File: config.mk
export PLATFORM = sky130hd
export DESIGN_NAME = ahb_convolver
export DESIGN_NICKNAME = d
export VERILOG_FILES = /design/src/conv_pkg.sv /design/src/conv_ifs.sv /design/src/ahb_convolver.sv /design/src/result_fifo.sv /design/src/mac_pipeline.sv /design/src/kernel_window.sv /design/src/ahb_slave_regs.sv
export VERILOG_INCLUDE_DIRS = /design/src /design/src/include
export SDC_FILE = /design/constraint.sdc
export NUM_CORES = 1
export LEC_CHECK = 0
export BUFFER_PORTS_ARGS = -buffer_cell sky130_fd_sc_hd__clkbuf_2
export CAP_MARGIN = 20
export CORE_ASPECT_RATIO = 1.25
export CORE_UTILIZATION = 51
export CTS_BUF_LIST = sky130_fd_sc_hd__clkbuf_8
export DETAILED_ROUTE_END_ITERATION = 10
export GPL_ROUTABILITY_DRIVEN = 0
export PLACE_DENSITY = 0.66
export SYNTH_ARGS = -nofsm -noshare
export SYNTH_HDL_FRONTEND = slang
export SYNTH_SLANG_ARGS = --single-unit
File: constraint.sdc
create_clock -name tb_clk -period 5.2 [get_ports tb_clk]
set_input_delay 0 -clock tb_clk [delete_from_list [all_inputs] [get_ports tb_clk]]
set_output_delay 0 -clock tb_clk [all_outputs]
set_load 0.005 [all_outputs]
File: src/include/conv_params.svh
`ifndef CONV_PARAMS_SVH
`define CONV_PARAMS_SVH

// Bus and datapath widths
`define CONV_DATA_W 16
`define CONV_ADDR_W 4
`define CONV_TAP_W 4
`define CONV_TAPS 3
// Result queue depth, any power of two
`define CONV_FIFO_DEPTH 16

// Register map, even addresses only
`define ADDR_STATUS 4'd0
`define ADDR_RESULT 4'd2
`define ADDR_SAMPLE 4'd4
`define ADDR_COEFF0 4'd6
`define ADDR_COEFF1 4'd8
`define ADDR_COEFF2 4'd10
`define ADDR_COMMAND 4'd12

// Command register bit positions
`define CMD_LOAD_COEFF 0
`define CMD_LOAD_SAMPLE 1

// Status register bit positions
`define STAT_BUSY 0
`define STAT_AVAIL 1
`define STAT_OVERFLOW 2

`endif
File: src/conv_pkg.sv
`include "conv_params.svh"

package conv_pkg;

  // ****************************************
  // Datapath types
  // ****************************************

  // One coefficient or one sample
  typedef logic [`CONV_TAP_W-1:0] tap_t;

  // Three taps stacked, row 0 in the top nibble
  typedef logic [`CONV_TAPS*`CONV_TAP_W-1:0] column_t;

  // Three columns, index 0 is the oldest column of the window
  typedef column_t [`CONV_TAPS-1:0] kernel_t;

  // Full width product of two taps
  typedef logic [2*`CONV_TAP_W-1:0] product_t;

  // Sum of all nine products
  typedef logic [`CONV_DATA_W-1:0] result_t;

  // ****************************************
  // Bus types
  // ****************************************
  typedef logic [`CONV_DATA_W-1:0] bus_data_t;
  typedef logic [`CONV_ADDR_W-1:0] bus_addr_t;

  // Number of valid columns held in the window
  typedef logic [1:0] fill_t;

endpackage

File: src/conv_ifs.sv
`timescale 1ns/1ns

// ****************************************
// Register file to window commands
// ****************************************
interface cmd_if import conv_pkg::*; ();

  // Single cycle strobes from the command register
  logic load_coeff;
  logic load_sample;
  // Staging registers, valid in the strobe cycle
  kernel_t coeff_cols;
  column_t sample_col;

  modport cmd (
    output load_coeff, load_sample, coeff_cols, sample_col
  );

  modport win (
    input load_coeff, load_sample, coeff_cols, sample_col
  );

endinterface

// ****************************************
// Window to MAC handoff
// ****************************************
interface window_if import conv_pkg::*; ();

  // One cycle per completed window
  logic valid;
  kernel_t kernel;
  kernel_t samples;

  modport src (
    output valid, kernel, samples
  );

  modport sink (
    input valid, kernel, samples
  );

endinterface

File: src/ahb_convolver.sv
`timescale 1ns/1ns

module ahb_convolver import conv_pkg::*; (
  input  logic       tb_clk,
  input  logic       reset,
  input  logic       hsel,
  input  bus_addr_t  haddr,
  input  logic [1:0] htrans,
  input  logic       hwrite,
  input  bus_data_t  hwdata,
  output bus_data_t  hrdata,
  output logic       hresp
);

  // ****************************************
  // Internal connections
  // ****************************************
  logic    fifo_pop;
  result_t fifo_rd_data;
  logic    fifo_empty;
  logic    fifo_overflow;
  logic    mac_push;
  result_t mac_data;
  logic    mac_busy;

  cmd_if    u_cmd ();
  window_if u_win ();

  // Bus decode, staging registers and status
  ahb_slave_regs i_ahb_slave_regs (
    .tb_clk   (tb_clk),
    .reset    (reset),
    .hsel     (hsel),
    .haddr    (haddr),
    .htrans   (htrans),
    .hwrite   (hwrite),
    .hwdata   (hwdata),
    .hrdata   (hrdata),
    .hresp    (hresp),
    .cmd      (u_cmd.cmd),
    .pop      (fifo_pop),
    .rd_data  (fifo_rd_data),
    .empty    (fifo_empty),
    .overflow (fifo_overflow),
    .busy     (mac_busy)
  );

  kernel_window i_kernel_window (
    .tb_clk (tb_clk),
    .reset  (reset),
    .cmd    (u_cmd.win),
    .win    (u_win.src)
  );

  mac_pipeline i_mac_pipeline (
    .tb_clk (tb_clk),
    .reset  (reset),
    .win    (u_win.sink),
    .push   (mac_push),
    .data   (mac_data),
    .busy   (mac_busy)
  );

  result_fifo i_result_fifo (
    .tb_clk   (tb_clk),
    .reset    (reset),
    .push     (mac_push),
    .wr_data  (mac_data),
    .pop      (fifo_pop),
    .rd_data  (fifo_rd_data),
    .empty    (fifo_empty),
    .overflow (fifo_overflow)
  );

endmodule

File: src/result_fifo.sv
`timescale 1ns/1ns
`include "conv_params.svh"

module result_fifo import conv_pkg::*; (
  input  logic    tb_clk,
  input  logic    reset,
  input  logic    push,
  input  result_t wr_data,
  input  logic    pop,
  output result_t rd_data,
  output logic    empty,
  output logic    overflow
);

  localparam int DEPTH = `CONV_FIFO_DEPTH;
  localparam int PTR_W = $clog2(DEPTH);

  result_t          mem [DEPTH];
  logic [PTR_W-1:0] wr_ptr;
  logic [PTR_W-1:0] rd_ptr;
  logic [PTR_W:0]   count;
  logic             full;
  logic             do_push;
  logic             do_pop;

  assign full = (count == (PTR_W + 1)'(DEPTH));
  assign empty = (count == '0);
  // Push into a full queue is dropped, pop from empty is ignored
  assign do_push = push && !full;
  assign do_pop = pop && !empty;

  // ****************************************
  // Storage
  // ****************************************
  always_ff @(posedge tb_clk) begin
    if (do_push) begin
      mem[wr_ptr] <= wr_data;
    end
  end

  // Pointers wrap on their own with a power of two depth
  always_ff @(posedge tb_clk) begin
    if (reset) begin
      wr_ptr <= '0;
      rd_ptr <= '0;
      count <= '0;
      overflow <= 1'b0;
    end else begin
      if (do_push) wr_ptr <= wr_ptr + 1'b1;
      if (do_pop) rd_ptr <= rd_ptr + 1'b1;
      count <= count + (PTR_W + 1)'(do_push) - (PTR_W + 1)'(do_pop);
      // Sticky until reset
      if (push && full) overflow <= 1'b1;
    end
  end

  // Head entry, zero when nothing is queued
  assign rd_data = empty ? '0 : mem[rd_ptr];

  // Occupancy never goes past the depth
  a_count_range: assert property (@(posedge tb_clk) disable iff (reset)
    count <= (PTR_W + 1)'(DEPTH));

endmodule

File: src/mac_pipeline.sv
`timescale 1ns/1ns
`include "conv_params.svh"

module mac_pipeline import conv_pkg::*; (
  input  logic      tb_clk,
  input  logic      reset,
  window_if.sink    win,
  output logic      push,
  output result_t   data,
  output logic      busy
);

  localparam int NPROD = `CONV_TAPS * `CONV_TAPS;

  product_t   prod_q [NPROD];
  result_t    sum;
  result_t    sum_q;
  // Bit 0 marks products in flight, bit 1 marks the sum
  logic [1:0] vld_q;

  // Pick one row of a column, row 0 is the top nibble
  function automatic tap_t tap_of(column_t col, int row);
    tap_of = col[(`CONV_TAPS - 1 - row) * `CONV_TAP_W +: `CONV_TAP_W];
  endfunction

  // ****************************************
  // Stage 1 multipliers
  // ****************************************
  always_ff @(posedge tb_clk) begin
    for (int c = 0; c < `CONV_TAPS; c++) begin
      for (int r = 0; r < `CONV_TAPS; r++) begin
        prod_q[c * `CONV_TAPS + r] <= product_t'(tap_of(win.kernel[c], r)) *
                                      product_t'(tap_of(win.samples[c], r));
      end
    end
  end

  // ****************************************
  // Stage 2 adder tree
  // ****************************************

  // Nine 8 bit products fit easily in 16 bits
  always_comb begin
    sum = '0;
    for (int i = 0; i < NPROD; i++) begin
      sum = sum + result_t'(prod_q[i]);
    end
  end

  always_ff @(posedge tb_clk) begin
    sum_q <= sum;
  end

  // Valid tracking, up to two windows in flight
  always_ff @(posedge tb_clk) begin
    if (reset) begin
      vld_q <= '0;
    end else begin
      vld_q <= {vld_q[0], win.valid};
    end
  end

  assign push = vld_q[1];
  assign data = sum_q;
  // Includes the cycle a window is handed over
  assign busy = win.valid || (|vld_q);

endmodule

File: src/kernel_window.sv
`timescale 1ns/1ns
`include "conv_params.svh"

module kernel_window import conv_pkg::*; (
  input logic   tb_clk,
  input logic   reset,
  cmd_if.win    cmd,
  window_if.src win
);

  kernel_t kernel_q;
  kernel_t samples_q;
  fill_t   fill_q;
  logic    valid_q;

  // ****************************************
  // Kernel store and fill control
  // ****************************************
  always_ff @(posedge tb_clk) begin
    if (reset) begin
      kernel_q <= '0;
      fill_q <= '0;
      valid_q <= 1'b0;
    end else begin
      valid_q <= 1'b0;
      // Whole kernel replaced, window contents kept
      if (cmd.load_coeff) begin
        kernel_q <= cmd.coeff_cols;
      end
      if (cmd.load_sample) begin
        // Count saturates once the window holds three columns
        if (fill_q != fill_t'(`CONV_TAPS)) begin
          fill_q <= fill_q + 2'd1;
        end
        // Window is full after this shift
        valid_q <= (fill_q >= fill_t'(`CONV_TAPS - 1));
      end
    end
  end

  // ****************************************
  // Sliding sample window
  // ****************************************

  // Oldest column drops out of slot 0, new column enters slot 2
  always_ff @(posedge tb_clk) begin
    if (cmd.load_sample) begin
      samples_q <= {cmd.sample_col, samples_q[`CONV_TAPS-1:1]};
    end
  end

  assign win.valid = valid_q;
  assign win.kernel = kernel_q;
  assign win.samples = samples_q;

  // Window only fires right after a shift into a full window
  a_fill_full: assert property (@(posedge tb_clk) disable iff (reset)
    valid_q |-> $past(cmd.load_sample) && (fill_q == fill_t'(`CONV_TAPS)));

endmodule

File: src/ahb_slave_regs.sv
`timescale 1ns/1ns
`include "conv_params.svh"

module ahb_slave_regs import conv_pkg::*; (
  input  logic      tb_clk,
  input  logic      reset,
  input  logic      hsel,
  input  bus_addr_t haddr,
  input  logic [1:0] htrans,
  input  logic      hwrite,
  input  bus_data_t hwdata,
  output bus_data_t hrdata,
  output logic      hresp,
  cmd_if.cmd        cmd,
  output logic      pop,
  input  result_t   rd_data,
  input  logic      empty,
  input  logic      overflow,
  input  logic      busy
);

  // Address phase capture
  logic      accept;
  logic      addr_error;
  logic      dphase_valid;
  logic      dphase_write;
  bus_addr_t dphase_addr;
  logic      wr_en;

  // Staging registers and command strobes
  kernel_t   coeff_stage;
  column_t   sample_stage;
  logic      load_coeff_q;
  logic      load_sample_q;

  bus_data_t status_word;
  bus_data_t read_mux;

  // ****************************************
  // Address phase
  // ****************************************

  // NONSEQ or SEQ while selected
  assign accept = hsel && htrans[1];

  // Writes to read-only registers, odd and unmapped addresses fail
  always_comb begin
    addr_error = 1'b0;
    case (haddr)
      `ADDR_STATUS, `ADDR_RESULT: addr_error = hwrite;
      `ADDR_SAMPLE, `ADDR_COEFF0, `ADDR_COEFF1, `ADDR_COEFF2, `ADDR_COMMAND: addr_error = 1'b0;
      default: addr_error = 1'b1;
    endcase
  end

  // Result read pops the queue at the address phase edge
  assign pop = accept && !hwrite && (haddr == `ADDR_RESULT);

  // Busy also counts a strobe that has not reached the window yet
  always_comb begin
    status_word = '0;
    status_word[`STAT_BUSY] = busy || load_coeff_q || load_sample_q;
    status_word[`STAT_AVAIL] = !empty;
    status_word[`STAT_OVERFLOW] = overflow;
  end

  always_comb begin
    read_mux = '0;
    case (haddr)
      `ADDR_STATUS: read_mux = status_word;
      `ADDR_RESULT: read_mux = bus_data_t'(rd_data);
      `ADDR_SAMPLE: read_mux = bus_data_t'(sample_stage);
      `ADDR_COEFF0: read_mux = bus_data_t'(coeff_stage[0]);
      `ADDR_COEFF1: read_mux = bus_data_t'(coeff_stage[1]);
      `ADDR_COEFF2: read_mux = bus_data_t'(coeff_stage[2]);
      // Command register reads back as zero
      default: read_mux = '0;
    endcase
  end

  // Read data is ready for the whole data phase
  always_ff @(posedge tb_clk) begin
    if (reset) begin
      dphase_valid <= 1'b0;
      dphase_write <= 1'b0;
      dphase_addr <= '0;
      hresp <= 1'b0;
      hrdata <= '0;
    end else begin
      dphase_valid <= accept;
      dphase_write <= hwrite;
      dphase_addr <= haddr;
      hresp <= accept && addr_error;
      hrdata <= (accept && !hwrite && !addr_error) ? read_mux : '0;
    end
  end

  // ****************************************
  // Data phase
  // ****************************************

  // A failed transfer leaves every register alone
  assign wr_en = dphase_valid && dphase_write && !hresp;

  always_ff @(posedge tb_clk) begin
    if (reset) begin
      coeff_stage <= '0;
      sample_stage <= '0;
      load_coeff_q <= 1'b0;
      load_sample_q <= 1'b0;
    end else begin
      load_coeff_q <= 1'b0;
      load_sample_q <= 1'b0;
      if (wr_en) begin
        case (dphase_addr)
          `ADDR_SAMPLE: sample_stage <= hwdata[$bits(column_t)-1:0];
          `ADDR_COEFF0: coeff_stage[0] <= hwdata[$bits(column_t)-1:0];
          `ADDR_COEFF1: coeff_stage[1] <= hwdata[$bits(column_t)-1:0];
          `ADDR_COEFF2: coeff_stage[2] <= hwdata[$bits(column_t)-1:0];
          `ADDR_COMMAND: begin
            // Coefficient load wins when both bits are written
            load_coeff_q <= hwdata[`CMD_LOAD_COEFF];
            load_sample_q <= hwdata[`CMD_LOAD_SAMPLE] && !hwdata[`CMD_LOAD_COEFF];
          end
          default: ;
        endcase
      end
    end
  end

  assign cmd.load_coeff = load_coeff_q;
  assign cmd.load_sample = load_sample_q;
  assign cmd.coeff_cols = coeff_stage;
  assign cmd.sample_col = sample_stage;

  // Strobes are exclusive and only follow a good command write
  a_strobe_source: assert property (@(posedge tb_clk) disable iff (reset)
    (load_coeff_q || load_sample_q) |->
      !(load_coeff_q && load_sample_q) && $past(wr_en && dphase_addr == `ADDR_COMMAND));

  // A popping read never answers with an error
  a_pop_no_error: assert property (@(posedge tb_clk) disable iff (reset)
    pop |=> !hresp);

endmodule

==> impl_metrics.tcl, run 1 <==
set metrics [dict create \
    required_ns 5.69 \
    worstPathArrival_ns 5.48 \
    cts_tree "yes" \
    regToRegSetupSlack_ns 0.21 \
    critPathKind "reg -> reg" \
    grt_max_degree 89 \
    fin_crit_sh 0.960 \
    fp.dieH_um 228 \
    drt_iter0_drc 547 \
    first_pass_iters 4 \
    clock_path_buffers 3 \
    die_area_mm2 0.0415 \
    ir_drop_mv 0.318 \
    die_x_um 182 \
    cts.sinks 440 \
    critPathLaunchType "flip-flop" \
    grt_antenna_before_repair 3 \
    synth_area_per_cell_um2 13.2 \
    fin_worst_skew_ns 0.0280 \
    p_per_area_mw_per_mm2 279 \
    yosys.area.top_type "edfxtp_1" \
    drtAntennaViolNets 0 \
    grt-ovfl-total 0 \
    final_area_mm2 0.0233 \
    met2WireLength_um 23400 \
    synth_cell_types 57 \
    wl_um 43800 \
    grt_pass1_wl_um 69000 \
    wl_per_cell_um 19.1 \
    end_kind "flip-flop" \
    fin_tns_setup_ns 0 \
    cp_max_fo 5 \
    wl_met1_um 17500 \
    p_sw_frac 0.214 \
    synth_top_flop_cell "edfxtp_1" \
    p_seq_frac 0.558 \
    initial_core_util 0.518 \
    track_usage 0.221 \
    synth_most_common_cell "edfxtp_1" \
    drive_gt1_frac 0.140 \
    ys_top_cells_by_area "edfxtp_1, dfxtp_1, ha_1, fa_1, mux4_2" \
    rows 82 \
    yosysTopAreaCellShare 0.330 \
    worstMarginPinSlew_ns 1.01 \
    dp_hpwl_um 31700 \
    clkLatencyLatePin_ns 0.62 \
    synth.top_cells.by_count "edfxtp_1, dfxtp_1, nor2_1, inv_1, ha_1" \
    synth_seq_cells 440 \
    power_frac_clock 0.430 \
    setup_viol 0 \
    drc_errors 0 \
    rsz0062_at_grt "false" \
    hp-class "in -> reg" \
    maxCapViolCount 0 \
    syn_area_mm2 0.0208 \
    finalHoldViolations 0 \
    fin_util 0.580 \
    synthArstFlopShare 0 \
    leakage_nw 9.57 \
    synth_edf_count 228 \
    outcome "complete, no violations" \
    grt_pass1_vias 12700 \
    placed_area_mm2 0.0216 \
    cts.htree.levels 3 \
    met3_length_um 1500 \
    nets 1939 \
    slew_viol_final 0 \
    synth_cells 1578 \
    syn_to_final_growth_pct 12.1 \
    fmax_ghz 0.200 \
    p_switching_w 0.00139 \
    cts.reportedPaths.clkPinSlew_ns 0.06 \
    combPwrFrac 0.012 \
    via_per_inst 5.22 \
    p_int_w 0.00510 \
    ios 43 \
    route.vias.total 12000 \
    ys_warn_count 0 \
    portBuffers 33 \
    post-route-min-period_ns 4.99 \
    maxSlewHeadroom 0.324 \
    numCtsBuffers 72 \
    highest_layer "met5" \
    yosysSeqAreaShare 0.534 \
    core_area_mm2 0.0401 \
    clockRootBuffer "clkbuf_8" \
]
area by class of cell:
type | count | area (um2)
fill | 3254 | 16800
sequential | 440 | 11100
multi-input combinational | 943 | 8970
clock buffer | 83 | 1140
tap | 546 | 683
timing repair buffer | 83 | 628
inverter | 146 | 551
clock inverter | 49 | 201
antenna | 1 | 2.50
sequential cells by signal, indices dropped and copies added, names as in the netlist, 5 cells and up, named ones only:
signal and flops:
i_result_fifo.mem 192, i_result_fifo.count 5, i_mac_pipeline.data 12, i_ahb_slave_regs.cmd.coeff_cols 36, i_kernel_window.win.samples 36, i_kernel_window.win.kernel 36
i_mac_pipeline.prod_q 72, i_ahb_slave_regs.hrdata 12, i_ahb_slave_regs.cmd.sample_col 12
power groups by stage:
stage | logic (W) | clock network, W | registers [W]
6_report | 0.0000769 | 0.00279 | 0.00362
4_1_cts | 0.0000764 | 0.00286 | 0.00362
5_1_grt | 0.0000824 | 0.00303 | 0.00362
3_5_place_dp | 0.0000627 | 0 | 0.00369
3_3_place_gp | 0.0000625 | 0 | 0.00369
2_1_floorplan | 0.0000367 | 0 | 0.00369
path summary, 6_finish.rpt:
check	start	endpoint	cells past startpoint
worst min register to register	i_ahb_slave_regs.cmd.sample_col[1]	i_kernel_window.win.samples[25]	0
worst min-delay path	haddr[1]	i_ahb_slave_regs.dphase_addr[1]	3
worst max register to register	i_mac_pipeline.prod_q[0][0]	i_mac_pipeline.data[10]	19
worst max-delay path	i_mac_pipeline.prod_q[0][0]	i_mac_pipeline.data[10]	19
layer usage:
layer  GRT usage  up-vias
met2       0.408      184
li1            -     5723
met5           0        -
met1       0.251     5971
met3      0.0403       86
met4      0.0919        4
worst max-delay path, stage by stage, from the launching register on:
cell and delay (ns):
dfxtp_1 0.31, ha_2 0.20, fa_2 0.37, a21o_1 0.20
a21oi_2 0.15, o21ai_1 0.10, nor2_1 0.19, xnor2_2 0.10
fa_1 0.55, inv_1 0.06, fa_1 0.44, fa_1 0.47
fa_1 0.55, inv_1 0.07, ha_4 0.26, nand3_1 0.09
nand2_1 0.06, a41o_1 0.23, o41a_1 0.32, xor2_1 0.15
kinds of logic (layout without fill, tap and decap cells):
family | after synthesis | count (layout) | share of synthesized area
buffers and inverters | 198 | 361 | 0.0384
adder cells (fa/ha/maj) | 227 | 227 | 0.167
AND/OR/NAND/NOR | 375 | 375 | 0.0885
flip-flops | 440 | 440 | 0.534
XOR/XNOR | 59 | 59 | 0.0249
multiplexers | 158 | 158 | 0.106
other | 1 | 5 | 0.000181
AO/OA/AOI/OAI | 120 | 120 | 0.0400
metrics by stage:
stage | cells | worst slack (ns) | hold WS, ns | total power, W
6_report | 2291 | 0.209 | 0.201 | 0.00649
3_5_place_dp | 2132 | -0.0128 | 0.272 | 0.00376
5_1_grt | 2291 | 0.0136 | 0.197 | 0.00673
4_1_cts | 2287 | 0.0197 | 0.162 | 0.00656
2_1_floorplan | 1581 | 0.221 | 0.0758 | 0.00373
3_3_place_gp | 2130 | 0.0693 | 0.271 | 0.00376
repair_timing:
| item | CTS | global route |
|---|---|---|
| endpoints found under the setup margin | 1 | 2 |
| hold endpoints to repair | 74 | 0 |
| pin swaps | 0 | 7 |
| gates resized for setup | 2 | 6 |
| setup buffers | 0 | 1 |
| hold buffers | 23 | 0 |
cell usage in the layout (no fill, tap or decap), types with 4 or more instances in the layout:
cell	Yosys	layout
dlygate4sd3_1	0	23
mux2i_1	87	87
xnor2_1	40	39
a32oi_1	6	6
clkinv_2	0	5
fa_1	85	84
mux2_2	23	23
conb_1	1	4
a221oi_1	15	15
buf_4	6	24
clkbuf_2	0	32
and2_1	95	95
nor3_1	9	5
nand2_1	79	79
nor2_1	149	148
o21bai_1	12	12
inv_1	145	178
a211oi_1	4	4
nor3_2	1	5
a21oi_1	45	44
mux4_2	48	48
a21o_1	13	13
ha_1	142	138
dfxtp_1	212	208
clkbuf_8	0	83
nor2b_1	13	13
clkinv_1	0	8
edfxtp_1	228	228
o311ai_1	6	6
xor2_1	19	19
nor4_1	4	4
(Power assumes the default switching activity.)
==> run 2, diff against run 1 <==
--- a/config.mk
+++ b/config.mk
@@ -9,10 +9,12 @@
 export BUFFER_PORTS_ARGS = -buffer_cell sky130_fd_sc_hd__clkbuf_2
 export CAP_MARGIN = 20
+export CELL_PAD_IN_SITES_DETAIL_PLACEMENT = 0
+export CELL_PAD_IN_SITES_GLOBAL_PLACEMENT = 1
 export CORE_ASPECT_RATIO = 1.25
-export CORE_UTILIZATION = 51
+export CORE_UTILIZATION = 49
 export CTS_BUF_LIST = sky130_fd_sc_hd__clkbuf_8
 export DETAILED_ROUTE_END_ITERATION = 10
 export GPL_ROUTABILITY_DRIVEN = 0
-export PLACE_DENSITY = 0.66
+export PLACE_DENSITY = 0.74
 export SYNTH_ARGS = -nofsm -noshare
 export SYNTH_HDL_FRONTEND = slang
==> constraint.sdc (replaced) <==
create_clock -name tb_clk -period 5.2 [get_ports tb_clk]
set_input_delay 0 -clock tb_clk [delete_from_list [all_inputs] [get_ports tb_clk]]
set_output_delay 0 -clock tb_clk [all_outputs]
set_load 0.05 [all_outputs]
==> run 2 against run 1 <==
Against the previous run: worst hold slack got worse by 0.0042 ns; cell area rose by 0.48%; sequential share of layout area down 0.22 points; clock power increased by 8.6%; setup slack improved by 0.027 ns; combinational power is 10% higher; critical path depth is 1 lower; largest cell class unchanged; flip-flop and latch count did not move; register-to-register slack better by 0.03 ns.
==> impl_metrics.tcl, run 2 (same netlist as run 1, synthesis figures left out) <==
set metrics [dict create \
    rows 83 \
    grt_pass1_vias 12600 \
    cts.reportedPaths.clkPinSlew_ns 0.06 \
    layout.cells.non_filler 2302 \
    rsz0062_at_grt "false" \
    clockRootBuffer "clkbuf_8" \
    p_int_w 0.00531 \
    maxCapViolCount 0 \
    dp_hpwl_um 31700 \
    grt_pass1_wl_um 69600 \
    grt_max_degree 89 \
    hp-class "in -> reg" \
    p_switching_w 0.00143 \
    worstMarginPinSlew_ns 1.05 \
    core_area_mm2 0.0414 \
    grt_antenna_before_repair 3 \
    clkLatencyLatePin_ns 0.63 \
    maxSlewHeadroom 0.293 \
    dp.cells 2141 \
    fp.dieH_um 232 \
    initial_core_util 0.501 \
    critPathKind "reg -> reg" \
    top_register "i_result_fifo.mem" \
    grt-ovfl-total 0 \
    p_sw_frac 0.212 \
    final_cell_mix "edfxtp_1, dfxtp_1, inv_1" \
    post-route-min-period_ns 4.96 \
    wl_per_cell_um 19.2 \
    drt_iter0_drc 535 \
    fmax_ghz 0.201 \
    die_area_mm2 0.0432 \
    end_kind "flip-flop" \
    ir_drop_mv 0.331 \
    cp_max_fo 3 \
    top_regs "i_result_fifo.mem: 192 flops, i_mac_pipeline.prod_q: 72 flops" \
    finalHoldViolations 0 \
    cts.sinks 440 \
    die_x_um 186 \
    fillers 3441 \
    cp_num_buf_inv 5 \
    ios 43 \
    holdWs_ns 0.197 \
    p_per_area_mw_per_mm2 288 \
    fin_util 0.564 \
    cpMaxStageDelayCell "fa_1" \
    final_common_cell "edfxtp_1" \
    drive_gt1_frac 0.143 \
    first_pass_iters 5 \
    max_stage_delay_ns 0.55 \
    nets 1943 \
    setup_viol 0 \
    portBuffers 33 \
    cpMostUsedCell "fa_1" \
    fin_worst_skew_ns 0.0322 \
    combPwrFrac 0.013 \
    clock_path_buffers 3 \
    leakage_nw 9.62 \
    syn_to_final_growth_pct 12.6 \
    critPathTopFamily "adder cells" \
    numCtsBuffers 74 \
    wl_um 44300 \
    route.vias.total 11900 \
    critPathLaunchType "flip-flop" \
    outcome "complete, no violations" \
    track_usage 0.219 \
    drtAntennaViolNets 0 \
    largest_reg_flops 192 \
    slew_viol_final 0 \
    via_per_inst 5.16 \
    drc_errors 0 \
    p_seq_frac 0.537 \
    cts_tree "yes" \
    required_ns 5.70 \
    fin_crit_sh 0.954 \
    cp_cell_sequence "ha_1 > fa_2 > buf_4 > xor2_1 > fa_1 > inv_1 > fa_1 > fa_1 > fa_1 > inv_1 > ha_1 > inv_1 > fa_1 > inv_1 > a21o_1 > a41o_1 > o41a_1 > xor2_1" \
    power_frac_clock 0.450 \
    worstPathArrival_ns 5.47 \
    cts.htree.levels 3 \
]
-- run 2: changes by cell type in the layout (fill, tap and decap cells not counted), moves of 2 or more --
cell / delta
buf_4: +5
clkinv_1: +2
inv_6: +3
bufinv_16: +4
inv_1: -5
buf_6: -2
ha_1: +2
-- run 2: final timing paths --
kind                                                    startpoint                              end  slack, ns  cells past startpoint
worst max-delay path                   i_mac_pipeline.prod_q[0][0]          i_mac_pipeline.data[10]       0.24                     18
worst min-delay path                                        hwrite    i_ahb_slave_regs.dphase_write       0.20                      3
worst max register to register         i_mac_pipeline.prod_q[0][0]          i_mac_pipeline.data[10]       0.24                     18
worst min register to register  i_ahb_slave_regs.cmd.sample_col[1]  i_kernel_window.win.samples[25]       0.46                      0
-- run 2: power groups by stage --
stage | clock network, W | logic, W | registers [W]
after floorplan | 0 | 0.0000425 | 0.00370
final | 0.00303 | 0.0000849 | 0.00362
after global placement | 0 | 0.0000706 | 0.00369
after detailed placement | 0 | 0.0000706 | 0.00369
after global routing | 0.00327 | 0.0000915 | 0.00362
after CTS | 0.00313 | 0.0000850 | 0.00362
-- run 2: repair_timing --
item	CTS	global route
endpoints found under the setup margin	1	4
setup buffers	0	1
hold buffers	24	0
pin swaps	0	10
endpoints found under the hold margin	79	0
gates resized for setup	1	5
-- run 2: cell type report --
type	instances	area, um2	area share
Antenna cell	1	2.50	0.000107
Clock buffer	83	1140	0.0489
Clock inverter	52	332	0.0142
Inverter	146	551	0.0235
Multi-Input combinational cell	943	8950	0.383
Sequential cell	440	11100	0.475
Tap cell	552	691	0.0295
Timing Repair Buffer	85	618	0.0264
-- run 2: through the flow --
| stage | worst slack [ns] | power [W] | TNS (ns) | area, um2 |
|---|---|---|---|---|
| 2_1_floorplan | 0.221 | 0.00374 | 0 | 20800 |
| 3_3_place_gp | 0.0590 | 0.00376 | 0 | 21600 |
| 3_5_place_dp | -0.0121 | 0.00377 | -0.0121 | 21600 |
| 4_1_cts | 0.00250 | 0.00683 | 0 | 23300 |
| 5_1_grt | 0.0103 | 0.00698 | 0 | 23400 |
| 6_report | 0.237 | 0.00674 | 0 | 23400 |
-- run 2: worst reg2reg max path: stages (launching register included) --
cell and delay [ns]:
dfxtp_1 0.30, ha_1 0.22, fa_2 0.37, buf_4 0.14, xor2_1 0.15, fa_1 0.55
inv_1 0.06, fa_1 0.52, fa_1 0.52, fa_1 0.55, inv_1 0.04, ha_1 0.22
inv_1 0.07, fa_1 0.21, inv_1 0.05, a21o_1 0.16, a41o_1 0.26, o41a_1 0.32
xor2_1 0.14
-- run 2: routing by layer --
metal | up-vias | share of wire | global-route usage
met2 | 218 | 0.53 | 0.394
met3 | 72 | 0.041 | 0.0383
met5 | - | 0.00027 | 0
li1 | 5733 | - | -
met1 | 5850 | 0.40 | 0.255
met4 | 2 | 0.030 | 0.0909
